`src/rsp_pkg.sv`:
```
package rsp_pkg;

  //////////////////////
  // Sample and beat
  //////////////////////

  // One complex sample, I and Q packed
  localparam int SMP_WIDTH     = 32;
  // Samples packed into one memory beat
  localparam int SMP_PER_BEAT  = 4;
  localparam int BEAT_WIDTH    = SMP_WIDTH * SMP_PER_BEAT;
  // One strobe bit per byte of a beat
  localparam int STRB_WIDTH    = BEAT_WIDTH / 8;
  // Bytes covered by one sample lane
  localparam int SMP_BYTES     = SMP_WIDTH / 8;
  // Lane index inside a beat
  localparam int LANE_WIDTH    = $clog2(SMP_PER_BEAT);

  //////////////////////
  // CSR widths
  //////////////////////

  // Samples per chirp
  localparam int SMP_CNT_WIDTH = 12;
  // Chirps per frame
  localparam int CHP_CNT_WIDTH = 8;

  //////////////////////
  // L1 memory
  //////////////////////

  // Word count, one beat per word
  localparam int RAM_DEPTH     = 256;
  localparam int ADDR_WIDTH    = $clog2(RAM_DEPTH);

  // Delay stages in the beat writer, output register not included
  localparam int WR_DELAY      = 2;

endpackage
```
`src/rsp_sample_packer.sv`:
```
`timescale 1ns/1ps

module rsp_sample_packer
  import rsp_pkg::*;
(
  input  logic                     clk,
  input  logic                     rst_n,
  input  logic [SMP_CNT_WIDTH-1:0] i_csr_smp_cnt,
  input  logic [SMP_WIDTH-1:0]     i_smp,
  input  logic                     i_smp_valid,
  output logic [BEAT_WIDTH-1:0]    o_beat_data,
  output logic [STRB_WIDTH-1:0]    o_beat_strb,
  output logic                     o_beat_valid,
  output logic                     o_beat_last
);

  // Lane for the next sample
  logic [LANE_WIDTH-1:0]    lane_cnt;
  // Sample index within the chirp
  logic [SMP_CNT_WIDTH-1:0] smp_cnt;
  // Lanes collected so far
  logic [BEAT_WIDTH-1:0]    acc_data;
  logic [BEAT_WIDTH-1:0]    beat_nxt;
  logic [STRB_WIDTH-1:0]    strb_nxt;
  logic                     chirp_end;
  logic                     beat_done;

  //////////////////////
  // Lane merge
  //////////////////////

  // Last sample of the chirp
  assign chirp_end = (smp_cnt == i_csr_smp_cnt - 1'b1);
  // Beat closes on a full set of lanes or at chirp end
  assign beat_done = chirp_end || (lane_cnt == SMP_PER_BEAT - 1);

  always_comb begin
    beat_nxt = acc_data;
    // Sample 0 in the low lane
    beat_nxt[lane_cnt*SMP_WIDTH +: SMP_WIDTH] = i_smp;
    // Enable bytes of lanes up to the current one
    for (int k = 0; k < SMP_PER_BEAT; k++) begin
      strb_nxt[k*SMP_BYTES +: SMP_BYTES] = (k <= lane_cnt) ? '1 : '0;
    end
  end

  //////////////////////
  // Counters
  //////////////////////

  always_ff @(posedge clk or negedge rst_n) begin
    if (!rst_n) begin
      lane_cnt <= '0;
      smp_cnt  <= '0;
    end else if (i_smp_valid) begin
      lane_cnt <= beat_done ? '0 : lane_cnt + 1'b1;
      // Restart count at every chirp end
      smp_cnt  <= chirp_end ? '0 : smp_cnt + 1'b1;
    end
  end

  // Lane accumulator
  always_ff @(posedge clk) begin
    if (i_smp_valid) begin
      acc_data <= beat_nxt;
    end
  end

  //////////////////////
  // Beat output
  //////////////////////

  always_ff @(posedge clk or negedge rst_n) begin
    if (!rst_n) begin
      o_beat_valid <= 1'b0;
      o_beat_last  <= 1'b0;
    end else begin
      // Single-cycle pulses
      o_beat_valid <= i_smp_valid && beat_done;
      o_beat_last  <= i_smp_valid && chirp_end;
    end
  end

  always_ff @(posedge clk) begin
    if (i_smp_valid && beat_done) begin
      o_beat_data <= beat_nxt;
      o_beat_strb <= strb_nxt;
    end
  end

  // Sample index stays inside the programmed chirp length
  a_smp_in_chirp : assert property (
    @(posedge clk) disable iff (!rst_n) i_smp_valid |-> (smp_cnt < i_csr_smp_cnt)
  );

endmodule

```
`config.mk`:
```
export PLATFORM = sky130hd
export DESIGN_NAME = rsp_sample_packer
export DESIGN_NICKNAME = d
export VERILOG_FILES = /design/src/rsp_pkg.sv /design/src/rsp_sample_packer.sv
export SDC_FILE = /design/constraint.sdc
export NUM_CORES = 1
export LEC_CHECK = 0
export BUFFER_PORTS_ARGS = -buffer_cell sky130_fd_sc_hd__buf_2
export CAP_MARGIN = 20
export CORE_UTILIZATION = 60
export CTS_CLUSTER_SIZE = 8
export DETAILED_ROUTE_END_ITERATION = 16
export PLACE_DENSITY = 0.88
export SYNTH_ARGS = -nofsm -noshare
export SYNTH_HDL_FRONTEND = slang
export SYNTH_SLANG_ARGS = --single-unit
```
`constraint.sdc`:
```
create_clock -name clk -period 8.6 [get_ports clk]
set_input_delay 2.58 -clock clk [delete_from_list [all_inputs] [get_ports clk]]
set_output_delay 2.58 -clock clk [all_outputs]
set_load 0.01 [all_outputs]
```
# Word-level counts from Yosys, hierarchy flattened
# Cells that the tools add are included.
# word_totals
word_cells	27
mem_bits_ro	0
mem_count	0
inputBits	47
reg_bits	284
mem_bits_rw	0
output_inout_bits	146
latchBits	0
# op_classes
mul	0
n_eq_ne	2
order_cmp	3
n_shift	2
div	0
muxes	6
n_addsub	4
bitwise	0
n_reduce_logical	3
# ops
op	count
$bwmux 128	1
$shift 32x34->128 const A	1
$shiftx 32x34->128	1
$neg 7->34	1
$add 12x1->12 const B	1
$eq 12x12->1	1
$mux 12	1
$mux 4	3
$sub 12x1->12 const B	1
$le 2x2->1 const A	2
$add 2x1->2 const B	1
$eq 2x2->1 const B	1
$le 1x2->1 const A	1
$logic_and 1x1->1	2
$mux 2	1
$logic_or 1x1->1	1

# Longest topological paths before layout
# depth
word_depth	4
depth_mapped	12
depth_no_buf	9

# Worst setup path before layout
# Ideal clock, no wire load.
# synth_timing
path_kind	in2reg
startpoint	input port i_csr_smp_cnt[0]
endpoint	register o_beat_data[0] (enable)
arrival_ns	7.266
t_required_ns	8.094
setup_slack_ns	0.828
path_buffers	2
setup_ns	0.506
cell_stages	11
path_cell_list	inv_1 > ha_1 > or4b_1 > buf_2 > xor2_1 > o2bb2ai_1 > a32o_1 > and4_1 > buf_6 > or2_2 > and2_1
# synth_between
elab_chain_len	4
# synth_lines
item	line_no	rtl
start: declaration	rsp_sample_packer.sv:8	input logic [SMP_CNT_WIDTH-1:0] i_csr_smp_cnt,
$sub 12x1->12	rsp_sample_packer.sv:33	assign chirp_end = (smp_cnt == i_csr_smp_cnt - 1'b1);
$eq 12x12->1	rsp_sample_packer.sv:33	
$logic_or 1x1->1	rsp_sample_packer.sv:35	assign beat_done = chirp_end || (lane_cnt == SMP_PER_BEAT - 1);
$logic_and 1x1->1	rsp_sample_packer.sv:85	if (i_smp_valid && beat_done) begin
end signal: assignment	rsp_sample_packer.sv:86	o_beat_data <= beat_nxt;
end: declaration	rsp_sample_packer.sv:11	output logic [BEAT_WIDTH-1:0] o_beat_data,
# Every way passes these cells.
# A chain may end at the register's enable or synchronous reset.

# Worst setup path after layout
# layout_timing
startpoint	input port i_csr_smp_cnt[0]
endpoint	register o_beat_data[28] (enable)
# The elaborated chain is that of the path after synthesis.

==> results_dict.tcl <==
set metrics [dict create \
    worstSetupPathType "primary input to flop" \
    cts.path.max_buffers 3 \
    synthArstFlopShare 0.0582 \
    crit_family "simple AND/OR/NAND/NOR gates" \
    die_w_um 136 \
    max_freq_mhz 167 \
    cp_data_arrival_time_ns 6.13 \
    vdd_drop_max_uv 233 \
    power_leakage_uw 0.00520 \
    cts.reportedPaths.clkPinSlew_ns 0.05 \
    drcViolationCount 0 \
    worst_hold_startpoint "smp_cnt[11]" \
    synth-edff-count 259 \
    core.rowCount 48 \
    cts_buffers 40 \
    finClkSkew_ns 0.0141 \
    wl_um 24200 \
    timing.rr.start "smp_cnt[6]" \
    syn_area_um2 10800 \
    coreArea_um2 17400 \
    vias 6982 \
    grt_pass1_vias 7016 \
    ctsResizeCount 0 \
    wl_per_cell_um 19.9 \
    drt_pre_antenna_iters 5 \
    crit_start "i_csr_smp_cnt[0]" \
    rsz0062_at_grt "no" \
    die_h_um 136 \
    grt_max_degree 81 \
    gp_congestion 0.791 \
    worstSkewPairLatency_ns 0.51 \
    cts_setup_buffers 0 \
    hold_class "flop to flop" \
    path_buf_inv 3 \
    synth_ff_type "edfxtp_1" \
    antenna_found_initial 0 \
    drt_iter0_drc 615 \
    seq_area_frac_synth 0.757 \
    cts.sinks 275 \
    finalCritPeriodShare 0.694 \
    status "finished, final reports clean" \
    htreeDepth 2 \
    crit_chain "buf_2, inv_1, ha_1, or4b_1, xor2_1, o2bb2ai_1, a32o_1, and4_1, or2_2, and2_4, buf_4" \
    endpoint_kind "flop" \
    tns_ns 0 \
    fin_area_um2 13000 \
    period_needed_ns 5.97 \
    crit_required_ns 8.75 \
    slowest_stage "and2_4" \
    area_growth_pct 20.7 \
    clk_root_buffer_cell "clkbuf_16" \
    max_cap_viol_count 0 \
    start_util 0.620 \
    pin_count 193 \
    vias_per_cell 5.75 \
    crit_path_start_kind "primary input" \
    max_slew_margin 0.257 \
    worstMarginPinSlew_ns 1.11 \
    worstPathMaxFanout 80 \
    synth_cells 773 \
    postCtsHoldBufs 0 \
    die-area_um2 18500 \
    post_dp_cell_area_um2 11900 \
    drive_gt1_frac 0.258 \
    ant_nets 0 \
    avgSynthCellArea_um2 14.0 \
    ys.warnings.count 0 \
    setup_viol 0 \
    port_buffers 188 \
    finalHoldViolCount 0 \
    synth_cell_types 54 \
    n_antenna_cell 0 \
    cts_tree "built" \
    grt_use_total 0.267 \
    power_density_nw_per_um2 314 \
    place_hpwl_um 15100 \
    slowest_delay_ns 0.84 \
    grt_pass1_wl_um 36900 \
    final_util 0.749 \
    synth-seq-cells 275 \
    nets 1029 \
    slew_violations 0 \
    grt_overflow_total 0 \
]
Yosys cell counts, types with 4 or more instances:
master      n  area (um2)
clkbuf_1   29         109
ha_1        9         113
edfxtp_1  259        7780
o21ai_0   100         500
nor2_1     16        60.1
buf_4      13        97.6
and2_1      4        25.0
nand4_1     6        37.5
xor2_1      9        78.8
inv_1     107         402
a22o_1     32         280
nor3_1      5        25.0
xnor2_1    10        87.6
dfrtp_1    16         400
nand3_1     4        20.0
nand2_1   105         394
routing by layer:
metal	vias to the layer above	GRT usage	wire, um
met4	0	0.121	767
met5	-	0	0
met3	64	0.0462	1980
li1	3128	-	-
met2	409	0.440	12000
met1	3381	0.349	9400
path summary, 6_finish.rpt:
path	to	cells after the start	slack (ns)
hold / removal	smp_cnt[11]	2	0.57
setup / recovery	o_beat_data[28]	11	2.63
max in group asynchronous	smp_cnt[2]	1	6.33
min in group asynchronous	o_beat_valid	1	1.99
hold reg to reg	smp_cnt[11]	2	0.57
setup reg to reg	o_beat_data[28]	8	4.84
state kept, by name, indices dropped and copies added, names as in the netlist:
name          flops
o_beat_strb       3
o_beat_last       1
o_beat_valid      1
o_beat_data     128
lane_cnt          2
acc_data        128
smp_cnt          12
cell type report:
| class | count | area (um2) |
|---|---|---|
| fill | 1055 | 4370 |
| multi-input combinational | 348 | 2030 |
| inverter | 108 | 405 |
| timing repair buffer | 200 | 1040 |
| sequential | 275 | 8180 |
| clock inverter | 3 | 25.0 |
| clock buffer | 56 | 1080 |
| tap | 225 | 282 |
worst reg2reg max path, cell delays in order (launching register included):
cell and delay, ns:
dfrtp_1 0.51, or3b_2 0.47, nor4_1 0.27, a211oi_2 0.06
nand2_1 0.08, and4_1 0.37, or2_2 0.18, and2_4 0.84
buf_4 0.60
placed cells by master (no fill, tap or decap), types with 2 or more instances in the layout:
cell / synthesis / routed
dfrtp_1: 16 / 16
nand2b_1: 2 / 2
nand4_1: 6 / 6
nor2_1: 16 / 16
and4b_1: 2 / 2
nor4_1: 3 / 3
o21ai_0: 100 / 100
and2_1: 4 / 3
clkbuf_1: 29 / 15
ha_1: 9 / 9
nor3_1: 5 / 5
inv_6: 0 / 2
nand2_1: 105 / 105
inv_1: 107 / 107
xnor2_1: 10 / 10
or4b_1: 2 / 2
clkbuf_16: 0 / 41
edfxtp_1: 259 / 259
xor2_1: 9 / 9
conb_1: 1 / 4
or2_2: 3 / 3
nand3_1: 4 / 4
and3_1: 2 / 2
a22o_1: 32 / 32
buf_2: 2 / 187
buf_4: 13 / 12
o211a_1: 2 / 2
nor4b_2: 0 / 2
logic make-up (layout without fill, tap and decap cells):
family	after synthesis	after routing	synth area share
DFF	275	275	0.757
buffers and inverters	153	367	0.0586
adders and majority gates	9	9	0.0104
other	1	4	0.000347
AOI/OAI and AO/OA	149	149	0.0863
xor gates and xnor gates	19	19	0.0154
and+or+nand+nor	167	167	0.0719
metrics by stage:
step	cells	hold WS (ns)	setup WS [ns]	total power, uW
6_report	1215	0.570	2.63	4100
5_1_grt	1215	0.589	2.41	4260
4_1_cts	1215	0.571	2.68	4120
3_5_place_dp	1156	0.558	2.17	2720
3_3_place_gp	1156	0.542	2.32	2670
2_1_floorplan	776	0.524	0.828	2430
where the power goes:
part	switching (uW)	internal [uW]
combinational	489	248
sequential	107	1870
clock	523	862
Power figures use the tool's default switching activity.
