$ cat src/rsp_pkg.sv
package rsp_pkg;

  //////////////////////
  // Sample and beat
  //////////////////////

  // One complex sample, I and Q packed
  localparam int SMP_WIDTH     = 32;
  // Samples packed into one memory beat
  localparam int SMP_PER_BEAT  = 4;
  localparam int BEAT_WIDTH    = SMP_WIDTH * SMP_PER_BEAT;
  // One strobe bit per byte of a beat
  localparam int STRB_WIDTH    = BEAT_WIDTH / 8;
  // Bytes covered by one sample lane
  localparam int SMP_BYTES     = SMP_WIDTH / 8;
  // Lane index inside a beat
  localparam int LANE_WIDTH    = $clog2(SMP_PER_BEAT);

  //////////////////////
  // CSR widths
  //////////////////////

  // Samples per chirp
  localparam int SMP_CNT_WIDTH = 12;
  // Chirps per frame
  localparam int CHP_CNT_WIDTH = 8;

  //////////////////////
  // L1 memory
  //////////////////////

  // Word count, one beat per word
  localparam int RAM_DEPTH     = 256;
  localparam int ADDR_WIDTH    = $clog2(RAM_DEPTH);

  // Delay stages in the beat writer, output register not included
  localparam int WR_DELAY      = 2;

endpackage
$ cat src/rsp_beat_writer.sv
`timescale 1ns/1ps

module rsp_beat_writer
  import rsp_pkg::*;
(
  input  logic                     clk,
  input  logic                     rst_n,
  input  logic [CHP_CNT_WIDTH-1:0] i_csr_chp_cnt,
  input  logic [ADDR_WIDTH-1:0]    i_csr_wr_start_addr,
  input  logic [BEAT_WIDTH-1:0]    i_beat_data,
  input  logic [STRB_WIDTH-1:0]    i_beat_strb,
  input  logic                     i_beat_valid,
  input  logic                     i_beat_last,
  output logic                     o_wr_en,
  output logic [ADDR_WIDTH-1:0]    o_wr_addr,
  output logic [BEAT_WIDTH-1:0]    o_wr_data,
  output logic [STRB_WIDTH-1:0]    o_wr_strb,
  output logic                     o_finish
);

  // Delay line, index 0 is the first stage
  logic [BEAT_WIDTH-1:0]    dly_data  [WR_DELAY];
  logic [STRB_WIDTH-1:0]    dly_strb  [WR_DELAY];
  logic                     dly_valid [WR_DELAY];
  logic                     dly_last  [WR_DELAY];

  // Beats written in this frame
  logic [ADDR_WIDTH-1:0]    beat_cnt;
  // Chirps finished in this frame
  logic [CHP_CNT_WIDTH-1:0] chp_cnt;
  logic [ADDR_WIDTH-1:0]    cur_addr;
  logic                     tail_valid;
  logic                     tail_last;
  logic                     frame_final;
  // Final write of the frame sits in the output register
  logic                     wr_final;

  //////////////////////
  // Delay stages
  //////////////////////

  always_ff @(posedge clk or negedge rst_n) begin
    if (!rst_n) begin
      for (int i = 0; i < WR_DELAY; i++) begin
        dly_valid[i] <= 1'b0;
        dly_last[i]  <= 1'b0;
      end
    end else begin
      dly_valid[0] <= i_beat_valid;
      dly_last[0]  <= i_beat_valid && i_beat_last;
      for (int i = 1; i < WR_DELAY; i++) begin
        dly_valid[i] <= dly_valid[i-1];
        dly_last[i]  <= dly_last[i-1];
      end
    end
  end

  // Payload shift
  always_ff @(posedge clk) begin
    dly_data[0] <= i_beat_data;
    dly_strb[0] <= i_beat_strb;
    for (int i = 1; i < WR_DELAY; i++) begin
      dly_data[i] <= dly_data[i-1];
      dly_strb[i] <= dly_strb[i-1];
    end
  end

  assign tail_valid  = dly_valid[WR_DELAY-1];
  assign tail_last   = dly_last[WR_DELAY-1];
  // Last beat of the last chirp
  assign frame_final = tail_valid && tail_last && (chp_cnt == i_csr_chp_cnt - 1'b1);
  // Wraps modulo RAM_DEPTH by width
  assign cur_addr    = i_csr_wr_start_addr + beat_cnt;

  //////////////////////
  // Beat and chirp count
  //////////////////////

  always_ff @(posedge clk or negedge rst_n) begin
    if (!rst_n) begin
      beat_cnt <= '0;
      chp_cnt  <= '0;
    end else if (tail_valid) begin
      beat_cnt <= frame_final ? '0 : beat_cnt + 1'b1;
      if (frame_final) begin
        chp_cnt <= '0;
      end else if (tail_last) begin
        chp_cnt <= chp_cnt + 1'b1;
      end
    end
  end

  //////////////////////
  // Output register
  //////////////////////

  always_ff @(posedge clk or negedge rst_n) begin
    if (!rst_n) begin
      o_wr_en   <= 1'b0;
      o_wr_addr <= '0;
      wr_final  <= 1'b0;
      o_finish  <= 1'b0;
    end else begin
      o_wr_en  <= tail_valid;
      wr_final <= frame_final;
      // One cycle after the final write
      o_finish <= wr_final;
      if (tail_valid) begin
        o_wr_addr <= cur_addr;
      end else if (wr_final) begin
        // Back to start once the frame is written
        o_wr_addr <= i_csr_wr_start_addr;
      end
    end
  end

  always_ff @(posedge clk) begin
    o_wr_data <= dly_data[WR_DELAY-1];
    o_wr_strb <= dly_strb[WR_DELAY-1];
  end

  // Every write carries at least one byte
  a_wr_strb_nonzero : assert property (
    @(posedge clk) disable iff (!rst_n) o_wr_en |-> (o_wr_strb != '0)
  );

  // Next frame must not start before finish
  a_finish_alone : assert property (
    @(posedge clk) disable iff (!rst_n) !(o_finish && o_wr_en)
  );

endmodule

$ cat config.mk
export PLATFORM = sky130hd
export DESIGN_NAME = rsp_beat_writer
export DESIGN_NICKNAME = d
export VERILOG_FILES = /design/src/rsp_pkg.sv /design/src/rsp_beat_writer.sv
export SDC_FILE = /design/constraint.sdc
export NUM_CORES = 1
export LEC_CHECK = 0
export ABC_AREA = 0
export ABC_CLOCK_PERIOD_IN_PS = 2500
export BUFFER_PORTS_ARGS = -buffer_cell sky130_fd_sc_hd__buf_4
export CAP_MARGIN = 20
export CORE_MARGIN = 5
export CORE_UTILIZATION = 49
export DETAILED_ROUTE_END_ITERATION = 7
export GPL_TIMING_DRIVEN = 0
export HOLD_SLACK_MARGIN = 0.1
export PLACE_DENSITY_LB_ADDON = 0.1
export SYNTH_ARGS = -nofsm -noshare
export SYNTH_HDL_FRONTEND = slang
export SYNTH_SLANG_ARGS = --single-unit
$ cat constraint.sdc
create_clock -name clk -period 2.5 [get_ports clk]
set_clock_uncertainty 0.1 [all_clocks]
set_input_delay 0 -clock clk [delete_from_list [all_inputs] [get_ports clk]]
set_output_delay 0 -clock clk [all_outputs]
set_load 0.01 [all_outputs]
==> results of run 1 <==
==> synthesized netlist by cell type, types with 4 or more instances <==
master / number / area [sq um]
a21oi_1: 10 / 50.05
a21oi_2: 10 / 87.58
clkbuf_1: 5 / 18.77
dfrtp_1: 31 / 775.7
dfxtp_1: 432 / 8648
ha_1: 10 / 125.1
inv_1: 7 / 26.28
mux2i_1: 5 / 50.05
nand2_1: 15 / 56.30
nand2b_1: 9 / 56.30
nand3_1: 5 / 25.02
nand4_1: 9 / 56.30
nor2b_1: 4 / 25.02
nor3_1: 4 / 20.02
o21ai_0: 6 / 30.03
xnor2_1: 7 / 61.31
xor2_1: 16 / 140.1
==> per-stage QoR <==
step | hold WS (ps) | setup WS, ps | cell area, sq um | utilization | std cells
detailed placement | -137.8 | 317.9 | 13420 | 0.6190 | 1229
floorplan | -395.6 | 632.9 | 10690 | - | 632
global placement | -139.5 | 404.7 | 13420 | 0.6190 | 1229
==> cell families after synthesis <==
| logic type | count (synthesis) |
|---|---|
| flip-flops | 463 |
| AND/OR/NAND/NOR | 63 |
| AO/OA/AOI/OAI | 49 |
| XOR/XNOR | 24 |
| buffers and inverters | 16 |
| adder cells (fa/ha/maj) | 11 |
| multiplexers | 6 |
==> metrics.md, run 1 <==
| Metric | Value |
|---|---|
| Die Ht | `157.7 um` |
| Post-synth EDFFs | `0` |
| Row cnt | `between 50 and 60` |
| Num CTS Buffers | `43` |
| Number of hold buffers added after cts | `around 260` |
| Top FF cell, synth | `dfxtp_1` |
| Exit stage | `clock tree synthesis` |
| XOR/XNOR Fraction of Synth Area | `0.02036` |
| Clock root buffer | `clkbuf_16` |
| Mapped Nets | `807` |
| Syn Std Cell Area | `10690 sq um` |
| Adder-cell area share of the yosys netlist | `0.01357` |
| Initial Util | `0.4931` |
| Synth Area in Simple Gates | `0.03498` |
| Syn Area/Cell | `16.92 sq um` |
| Post_cts resized | `0` |
| Num Clock Sinks | `463` |
| FF+latch count, synth | `463` |
| Post-Synthesis Cells | `632` |
| Htree depth | `2` |
| Synth Warn # | `0` |
| Die X | `157.7 um` |
| Mux cell area share after synthesis | `0.005733` |
| Outcome | `aborted with a tool error` |
| Setup Buffers After CTS | `0` |
| Post-synthesis sequential area ratio | `0.8812` |
| Number of port buffers | `around 320` |
| Yosys cell types | `55` |
| Combinational family with the most area after synthesis | `compound AO/OA/AOI/OAI gates` |
| Compound-Gate Fraction of Synth Area | `0.03662` |
| I/O pin total | `318` |
| Asr flop ratio synth | `0.06695` |
| Error | `[ERROR RSZ-0060] Max buffer count reached.` |
| GPL Wtd Cong | `0.7725` |
| Clock Path Buffers | `3` |
| Detailed Place HPWL | `14540 um` |
==> inputs of run 2 (changes only) <==
--- a/config.mk
+++ b/config.mk
@@ -10,11 +10,10 @@
 export BUFFER_PORTS_ARGS = -buffer_cell sky130_fd_sc_hd__buf_4
 export CAP_MARGIN = 20
 export CORE_MARGIN = 5
-export CORE_UTILIZATION = 49
+export CORE_UTILIZATION = 40
 export DETAILED_ROUTE_END_ITERATION = 7
 export GPL_TIMING_DRIVEN = 0
-export HOLD_SLACK_MARGIN = 0.1
-export PLACE_DENSITY_LB_ADDON = 0.1
+export PLACE_DENSITY_LB_ADDON = 0.15
 export SYNTH_ARGS = -nofsm -noshare
 export SYNTH_HDL_FRONTEND = slang
 export SYNTH_SLANG_ARGS = --single-unit
==> run 2 against run 1 <==
  * The flow now finishes without violations
  * Synthesized cell count did not move
  * Area after synthesis did not move
==> metrics.md, run 2 <==
| Metric | Value |
|---|---|
| Outcome | `completed` |
| Post-synth top cells | `dfxtp_1 (432), dfrtp_1 (31), xor2_1 (16), nand2_1 (15)` |
| Die X | `approximately 170 um` |
| Initial Util | `0.4081` |
| Setup TNS | `0 ps` |
| Clock root buffer | `clkbuf_16` |
| Biggest regs | `dly_data: 256 flops, o_wr_data: 128 flops, dly_strb: 32 flops` |
| Drt wl/cell | `14.95 um` |
| Leading area contributor after synthesis | `dfxtp_1` |
| Final hold violations | `0` |
| Fmax | `426.5 MHz` |
| First-pass GRT wire length | `approximately 38000 um` |
| Core area | `roughly 26000 sq um` |
| Nets@finish | `1409` |
| Htree depth | `2` |
| Critical path launch point type | `flop` |
| Clk slew on worst S/H paths | `60 ps` |
| Fin crit share | `0.9379` |
| RSZ-0062 raised after global routing | `false` |
| Commonest non-fill, non-tap cell in the layout | `dfxtp_1` |
| Clock Path Buffers | `3` |
| Rel. slew slack | `0.6112` |
| Vias in the first global route | `7120` |
| Hold Path Class | `in2reg` |
| Synth Warn # | `0` |
| Vias | `approximately 6500` |
| Row cnt | `slightly below 60` |
| Post-Synthesis Cells | `between 600 and 700` |
| Largest net degree at the start of global routing | `32` |
| Final setup viols | `0` |
| Routed vias/inst | `4.084` |
| Area overhead of the layout relative to synthesis | `62.41%` |
| Actual slew at the worst max-slew pin | `between 500 and 600 ps` |
| Crit path max fanout | `10` |
| Crit path DAT | `2710 ps` |
| Final setup margin | `155.3 ps` |
| DIE AREA | `30110 sq um` |
| Top FF cell, synth | `dfxtp_1` |
| Post-Route WL | `between 20000 and 25000 um` |
| Die Ht | `173.5 um` |
| Max-Cap Viols | `0` |
| DRC Markers | `0` |
| Num Clock Sinks | `463` |
| Detailed Place HPWL | `14840 um` |
| Min Tclk post-route | `2345 ps` |
| Placement Setup Slack | `380.4 ps` |
| Register with the most flip-flops | `dly_data` |
| DR pass1 iterations | `4` |
| Most frequent cells in the layout | `dfxtp_1 (432), buf_4 (322), dlygate4sd3_1 (233)` |
| Top-count cell post-synth | `dfxtp_1` |
| Asr flop ratio synth | `0.06695` |
| GR Util All Layers | `0.1575` |
| Pwr dens | `969.2 nW/um^2` |
| Mapped Nets | `807` |
| DR iter-0 viols | `about 190` |
| CP Data Required Time | `2860 ps` |
| Top cells by area, synth | `dfxtp_1 (81%), dfrtp_1 (7.3%), xor2_1 (1.3%)` |
| Number of port buffers | `about 320` |
| Grt total ovfl | `0` |
| Max reg flops | `256` |
| Yosys cell types | `55` |
| TritonCTS clock tree | `built` |
| CP Capture Type | `flop` |
| I/O pin total | `approximately 320` |
| FF+latch count, synth | `463` |
| Worst-Skew Late Latency | `around 530 ps` |
| Syn Std Cell Area | `10690 sq um` |
| Layout cell share with drive strength beyond 1 | `0.3265` |
| Post-synth EDFFs | `0` |
| Reg2Reg Setup Slack | `160 ps` |
| Initial antenna violation count | `3` |
| Fillers | `1784` |
| Leakage | `about 0.0077 uW` |
| GPL Wtd Cong | `0.7923` |
| Worst vdd ir | `620.3 uV` |
| Syn Area/Cell | `16.92 sq um` |
| Top cell type's share of synthesized area | `0.8087` |
| Num CTS Buffers | `44` |
| Max Slew Vio Count | `0` |
| Number of routed nets with antenna violations | `0` |
| WS Path Type | `reg2reg` |
| Post-synthesis sequential area ratio | `0.8812` |
run 2: metrics by stage:
stage	hold WS [ps]	std cells	area [sq um]	util	total power (uW)
2_1_floorplan	-395.6	632	10690	-	9309
3_3_place_gp	-131.5	1284	13490	0.5149	10040
3_5_place_dp	-142.2	1284	13490	0.5149	10070
4_1_cts	0.5843	1590	17270	0.6592	16980
5_1_grt	1.160	1602	17370	0.6627	17640
6_report	14.54	1602	17370	0.6627	16830
run 2: cell type report:
class                   count  area [sq um]  area share
inverters                   7         26.28    0.001513
flip-flops and latches    463          9425      0.5427
repair buffers            556          4770      0.2746
clock buffers              69          1379     0.07939
diodes                      2         5.005   0.0002882
multi-input cells         153          1190     0.06851
plain buffers               9         53.80    0.003098
clock inverters             8         100.1    0.005763
well taps                 335         419.2     0.02413
run 2: logic make-up (layout without fill, tap and decap cells):
group	count (synthesis)	after routing	synth area share
compound gates	49	49	0.03662
xor+xnor	24	24	0.02036
fa+ha+maj	11	11	0.01357
buf+inv	16	649	0.007487
flops	463	463	0.8812
mux	6	6	0.005733
other cells	0	2	0
simple gates	63	63	0.03498
run 2: repair_timing:
item                       CTS  global route
setup buffers                0             5
hold endpoints to repair   192             5
hold buffers               229             5
resized for setup            0             1
setup endpoints to repair    0             4
run 2: report_power, final:
group / switching, uW / internal [uW]
registers: 302 / 7960
logic: 859 / 1160
clock network: 2630 / 3920
total: 3790 / 13000
run 2: worst paths after layout:
path                       depth (start not counted)              from          endpoint
max                                                7        tail_valid       beat_cnt[7]
min                                                2  i_beat_data[127]  dly_data[0][127]
max reg2reg                                        7        tail_valid       beat_cnt[7]
min reg2reg                                        0  dly_data[1][110]    o_wr_data[110]
max in group asynchronous                          4             rst_n       beat_cnt[0]
min in group asynchronous                          4             rst_n      o_wr_addr[4]
run 2: critical path, stage by stage, from the launching register on:
cell and delay (ps):
dfrtp_1 380, clkbuf_1 350, and3_1 270, and4_1 240, nand3_1 110, xor2_1 150, a21oi_1 110, dlygate4sd3_1 560
run 2: metal layers:
metal	wire length (um)	vias to the layer above	track usage
met5	13	-	0
met3	2391	49	0.07546
met2	12770	209	0.2901
met1	8156	3018	0.1568
li1	-	3264	-
met4	615	2	0.04689
Power figures use the tool's default switching activity.
==> inputs of run 3 (changes only) <==
--- a/config.mk
+++ b/config.mk
@@ -13,7 +13,7 @@
 export CORE_UTILIZATION = 40
 export DETAILED_ROUTE_END_ITERATION = 7
 export GPL_TIMING_DRIVEN = 0
-export PLACE_DENSITY_LB_ADDON = 0.15
+export PLACE_DENSITY = 0.61
 export SYNTH_ARGS = -nofsm -noshare
 export SYNTH_HDL_FRONTEND = slang
 export SYNTH_SLANG_ARGS = --single-unit
==> run 3 against run 2 <==
  * Worst hold slack better by 3.3 ps
  * Cell count down 2.0%
  * Critical path depth up 2
  * Clock power down 5.3%
  * Non-clock buffer count down 30
  * First-iteration DRC count up 7.4%
  * Flip-flop and latch count unchanged
  * Design area down 2.3%
  * Routed wire length up 6.9%
  * Largest power group unchanged
==> metrics.md, run 3 (synthesis results as in run 2) <==
| Metric | Value |
|---|---|
| CP Capture Type | `flop` |
| Most frequent cells in the layout | `dfxtp_1 (432), buf_4 (318), dlygate4sd3_1 (208)` |
| Min Tclk post-route | `2402 ps` |
| GPL Wtd Cong | `roughly 0.74` |
| Number of port buffers | `~320` |
| Max-Cap Viols | `0` |
| Clock Path Buffers | `3` |
| Htree depth | `2` |
| DRC Markers | `0` |
| Clock root buffer | `clkbuf_16` |
| DR iter-0 viols | `203` |
| Worst-Skew Late Latency | `530 ps` |
| Drt wl/cell | `16.30 um` |
| Initial antenna violation count | `7` |
| Final hold violations | `0` |
| Worst vdd ir | `between 900 and 1000 uV` |
| DR pass1 iterations | `4` |
| Max Slew Vio Count | `0` |
| Post-Route WL | `25590 um` |
| Actual slew at the worst max-slew pin | `566.1 ps` |
| Total power draw | `16470 uW` |
| Vias | `6520` |
| Leakage | `about 0.0075 uW` |
| Num Clock Sinks | `approximately 460` |
| Pint | `12670 uW` |
| Max reg flops | `256` |
| Fillers | `1796` |
| Grt total ovfl | `0` |
| Vias in the first global route | `7059` |
| Critical path launch point type | `flop` |
| Hold Path Class | `in2reg` |
| Post-layout util | `0.6475` |
| Hold Crit Depth | `2` |
| GR Util All Layers | `0.1665` |
| CP Data Required Time | `2800 ps` |
| Fin Hold WS | `17.87 ps` |
| Crit path max fanout | `7` |
| Final cell count without fillers | `1570` |
| Nets@finish | `~1400` |
| Sw Ratio | `0.2306` |
| Num CTS Buffers | `43` |
| Clk slew on worst S/H paths | `approximately 60 ps` |
| RSZ-0062 raised after global routing | `false` |
| Placed Instances | `between 1000 and 1500` |
| Reg2Reg Depth | `9` |
| Detailed Place HPWL | `16130 um` |
| First-pass GRT wire length | `39200 um` |
| Outcome | `completed` |
| Area of the multi-input gates | `about 1200 sq um` |
| Pwr dens | `approximately 970 nW/um^2` |
| Combinational group share of total power | `0.120` |
| WS Path Type | `reg2reg` |
| TritonCTS clock tree | `built` |
| I/O pin total | `roughly 320` |
| Final setup viols | `0` |
| Biggest regs | `dly_data: 256 flops, o_wr_data: 128 flops, dly_strb: 32 flops` |
| Die Ht | `173.5 um` |
| Switching pwr | `between 3000 and 4000 uW` |
| Row cnt | `59` |
| Rel. slew slack | `0.6226` |
| Register with the most flip-flops | `dly_data` |
| Fmax | `416.3 MHz` |
| Reg area | `9425 sq um` |
| Core area | `26210 sq um` |
| Fin crit share | `0.9608` |
| Die X | `between 150 and 200 um` |
| Crit path DAT | `2700 ps` |
| Layout cell share with drive strength beyond 1 | `0.3304` |
| DIE AREA | `30110 sq um` |
| Largest net degree at the start of global routing | `32` |
| Commonest non-fill, non-tap cell in the layout | `dfxtp_1` |
| Area overhead of the layout relative to synthesis | `58.66%` |
| Routed vias/inst | `around 4.2` |
| Register share of total power | `0.503` |
| Clk pwr share | `0.376` |
| Number of routed nets with antenna violations | `0` |
| Initial Util | `0.4081` |
| Setup TNS | `0 ps` |
[run 3: cell count changes in the layout (fill, tap and decap cells not counted), moves of 4 or more]
cell	delta
dlygate4sd3_1	-25
clkbuf_8	-6
clkinv_2	+6
buf_4	-4
[run 3: timing repair]
item                                    CTS  global route
hold buffers                            209             0
buffers inserted                          0             1
gates resized for setup                   0             1
endpoints found under the setup margin    0             4
hold endpoints to repair                192             0
[run 3: cell type report]
type	count	area share
clock buffers	60	0.07322
well taps	335	0.02470
inverters	7	0.001549
plain buffers	8	0.002950
diodes	3	0.0004424
repair buffers	527	0.2646
multi-input cells	153	0.07013
clock inverters	14	0.006932
flip-flops and latches	463	0.5555
[run 3: per-layer routing]
metal,up-vias,track usage,share of wire
met3,57,0.08222,0.10
met5,-,0,0.0017
li1,3214,-,-
met4,8,0.05188,0.026
met2,230,0.3045,0.52
met1,3011,0.1652,0.34
[run 3: stage by stage]
stage / worst slack, ps / instance area [sq um]
after global placement: 393.9 / 13490
after detailed placement: 397.3 / 13490
after floorplan: 632.9 / 10690
after CTS: 68.91 / 16960
final: 97.99 / 16970
after global routing: 11.92 / 16970
[run 3: path summary, 6_finish.rpt]
check | from | end | slack (ps)
worst max register to register | beat_cnt[0] | o_wr_addr[4] | 100
worst max-delay path | beat_cnt[0] | o_wr_addr[4] | 100
worst min-delay path | i_beat_data[62] | dly_data[0][62] | 20
worst min register to register | dly_data[1][89] | o_wr_data[89] | 220
max in group asynchronous | rst_n | beat_cnt[0] | 1710
min in group asynchronous | rst_n | o_finish | 420
[run 3: power by group through the flow]
stage / Sequential, uW / Combinational [uW] / Clock, uW
2_1_floorplan: 8430 / 876 / 0
3_3_place_gp: 8400 / 1640 / 0
3_5_place_dp: 8420 / 1660 / 0
4_1_cts: 8270 / 2000 / 6340
5_1_grt: 8360 / 2170 / 6690
6_report: 8290 / 1980 / 6200
[run 3: critical path, stage by stage, from the launching register on]
cell	delay [ps]
dfrtp_2	420
ha_1	190
inv_1	60
fa_1	400
nor2b_1	120
o21ai_0	110
nand2_1	110
xnor2_1	120
a21oi_1	90
dlygate4sd3_1	580
==> inputs of run 4 (changes only) <==
--- a/config.mk
+++ b/config.mk
@@ -14,6 +14,7 @@
 export DETAILED_ROUTE_END_ITERATION = 7
 export GPL_TIMING_DRIVEN = 0
 export PLACE_DENSITY = 0.61
+export RECOVER_POWER = 50
 export SYNTH_ARGS = -nofsm -noshare
 export SYNTH_HDL_FRONTEND = slang
 export SYNTH_SLANG_ARGS = --single-unit
==> run 4 against run 3 <==
  * Via count about the same
  * Worst setup slack got worse by 8.9 ps
  * First-iteration DRC count fell by 13%
  * Critical path depth unchanged
  * Design area about the same
  * Utilization barely moved
  * Sequential share of layout area hardly changed
  * Worst hold slack better by 15 ps
  * Register-to-register slack about the same
  * Highest routed layer unchanged
==> metrics.md, run 4 (synthesis results as in run 2) <==
| Metric | Value |
|---|---|
| Number of port buffers | `approximately 320` |
| DIE AREA | `30110 sq um` |
| Fin crit share | `0.9644` |
| Die Ht | `173.5 um` |
| Reg2Reg Depth | `9` |
| Grt total ovfl | `0` |
| Critical path launch point type | `flop` |
| Drt wl/cell | `16.24 um` |
| RR Endpoint | `o_wr_addr[4]` |
| Hold Path Class | `in2reg` |
| WHS Endpoint | `beat_cnt[0]` |
| Initial Util | `0.4081` |
| Crit path largest cell delay | `580 ps` |
| Pwr dens | `roughly 970 nW/um^2` |
| Core area | `about 26000 sq um` |
| Actual slew at the worst max-slew pin | `579.7 ps` |
| Max reg flops | `256` |
| Setup TNS | `0 ps` |
| Initial antenna violation count | `7` |
| Reg2Reg Setup Slack | `~89 ps` |
| Fin Hold WS | `about 33 ps` |
| Fmax | `roughly 410 MHz` |
| Reg area | `9425 sq um` |
| Cell family with most CP delay | `buffers and inverters` |
| WS Path Type | `reg2reg` |
| Largest net degree at the start of global routing | `32` |
| Max Slew Vio Count | `0` |
| GR Util All Layers | `0.1665` |
| Hold Crit Depth | `6` |
| Detailed Place HPWL | `16130 um` |
| Min Tclk post-route | `2411 ps` |
| CP Data Required Time | `2800 ps` |
| CP Buf/Inv Count | `2` |
| Crit path max fanout | `7` |
| DR top layer | `met5` |
| Slowest-stage cell, CP | `dlygate4sd3_1` |
| Leakage | `0.007506 uW` |
| Rel. slew slack | `0.6135` |
| DR pass1 iterations | `4` |
| Crit path DAT | `2710 ps` |
| Met3 WL | `around 2600 um` |
| CP Capture Type | `flop` |
| Nets@finish | `around 1400` |
| Most frequent cells in the layout | `dfxtp_1 (432), buf_4 (215), dlygate4sd3_1 (208)` |
| Clock Path Buffers | `3` |
| Routed vias/inst | `4.157` |
| Num Clock Sinks | `~460` |
| Post-Route WL | `about 25000 um` |
| DRC Markers | `0` |
| Row cnt | `59` |
| Max-Cap Viols | `0` |
| Final setup viols | `0` |
| Die X | `173.5 um` |
| WL met2 | `around 13000 um` |
| Area overhead of the layout relative to synthesis | `58.56%` |
| Htree depth | `2` |
| Worst-Skew Late Latency | `530 ps` |
| Hold path start | `i_csr_chp_cnt[7]` |
| FF-to-FF Start | `beat_cnt[0]` |
| Worst-path cell chain | `ha_1 -> inv_1 -> fa_1 -> nor2b_1 -> o21ai_0 -> nand2_1 -> xnor2_1 -> a21oi_1 -> dlygate4sd3_1` |
| Worst vdd ir | `around 900 uV` |
| Commonest non-fill, non-tap cell in the layout | `dfxtp_1` |
| Clk slew on worst S/H paths | `60 ps` |
| I/O pin total | `318` |
| RSZ-0062 raised after global routing | `false` |
| DR iter-0 viols | `177` |
| Layout cell share with drive strength beyond 1 | `0.3279` |
| Outcome | `completed` |
| Met1 Wirelength | `8812 um` |
| TritonCTS clock tree | `built` |
| Register with the most flip-flops | `dly_data` |
| Vias | `~6500` |
| Biggest regs | `dly_data: 256 flops, o_wr_data: 128 flops, dly_strb: 32 flops` |
| First-pass GRT wire length | `39200 um` |
| Vias in the first global route | `7059` |
| Critical path depth | `9` |
| Area of the multi-input gates | `approximately 1200 sq um` |
| Num CTS Buffers | `43` |
| Number of routed nets with antenna violations | `0` |
| Final hold violations | `0` |
| GPL Wtd Cong | `0.7403` |
| Clock root buffer | `clkbuf_16` |
| Fillers | `1799` |
run 4: cell types whose count changed in the layout (fill, tap and decap cells not counted), sizes merged:
cell / before / now
buf: 323 / 220
clkbuf: 64 / 167
run 4: worst max path at each step:
stage / from / end / slack (ps)
floorplan: beat_cnt[0] / o_wr_addr[6] / 630
global placement: beat_cnt[0] / o_wr_addr[6] / 390
detailed placement: beat_cnt[0] / o_wr_addr[6] / 400
CTS: chp_cnt[3] / wr_final / 70
global route: tail_valid / beat_cnt[7] / 10
finish: beat_cnt[0] / o_wr_addr[4] / 90
run 4: metal layers:
layer | vias to the layer above | track usage
met3 | 53 | 0.08222
met4 | 8 | 0.05188
li1 | 3214 | -
met2 | 225 | 0.3045
met1 | 3026 | 0.1652
met5 | - | 0
run 4: tightest hold or removal path, delay by kind of cell:
kind,cells,cell delay (ps)
AOI/OAI and AO/OA,2,240
buffers and inverters,2,190
and+or+nand+nor,1,100
xor gates and xnor gates,1,80
run 4: metrics by stage:
| step | setup WS, ps | utilization | instance area [sq um] | instances | total power [uW] |
|---|---|---|---|---|---|
| CTS | 68.91 | 0.6470 | 16960 | 1567 | 16610 |
| floorplan | 632.9 | - | 10690 | 632 | 9309 |
| global placement | 393.9 | 0.5149 | 13490 | 1284 | 10030 |
| global route | 11.92 | 0.6470 | 16960 | 1570 | 17200 |
| detailed placement | 397.3 | 0.5149 | 13490 | 1284 | 10080 |
| finish | 89.10 | 0.6470 | 16960 | 1570 | 16460 |
run 4: what timing repair did:
action	in CTS	in global routing
hold buffers	209	0
resized for setup	0	1
setup endpoints to repair	0	4
hold endpoints to repair	192	0
setup buffers	0	1
run 4: power breakdown:
group / leakage [uW] / internal [uW] / switching [uW]
combinational: 0.00282 / 1120 / 849
sequential: 0.00401 / 7960 / 330
clock: 0.000677 / 3580 / 2620
run 4: area by class of cell:
cell class              instances  share of cell area
flip-flops and latches        463              0.5559
repair buffers                527              0.2641
clock buffers                  60             0.07327
multi-input cells             153             0.07017
well taps                     335             0.02472
clock inverters                14            0.006936
plain buffers                   8            0.002952
inverters                       7            0.001550
diodes                          3           0.0004427
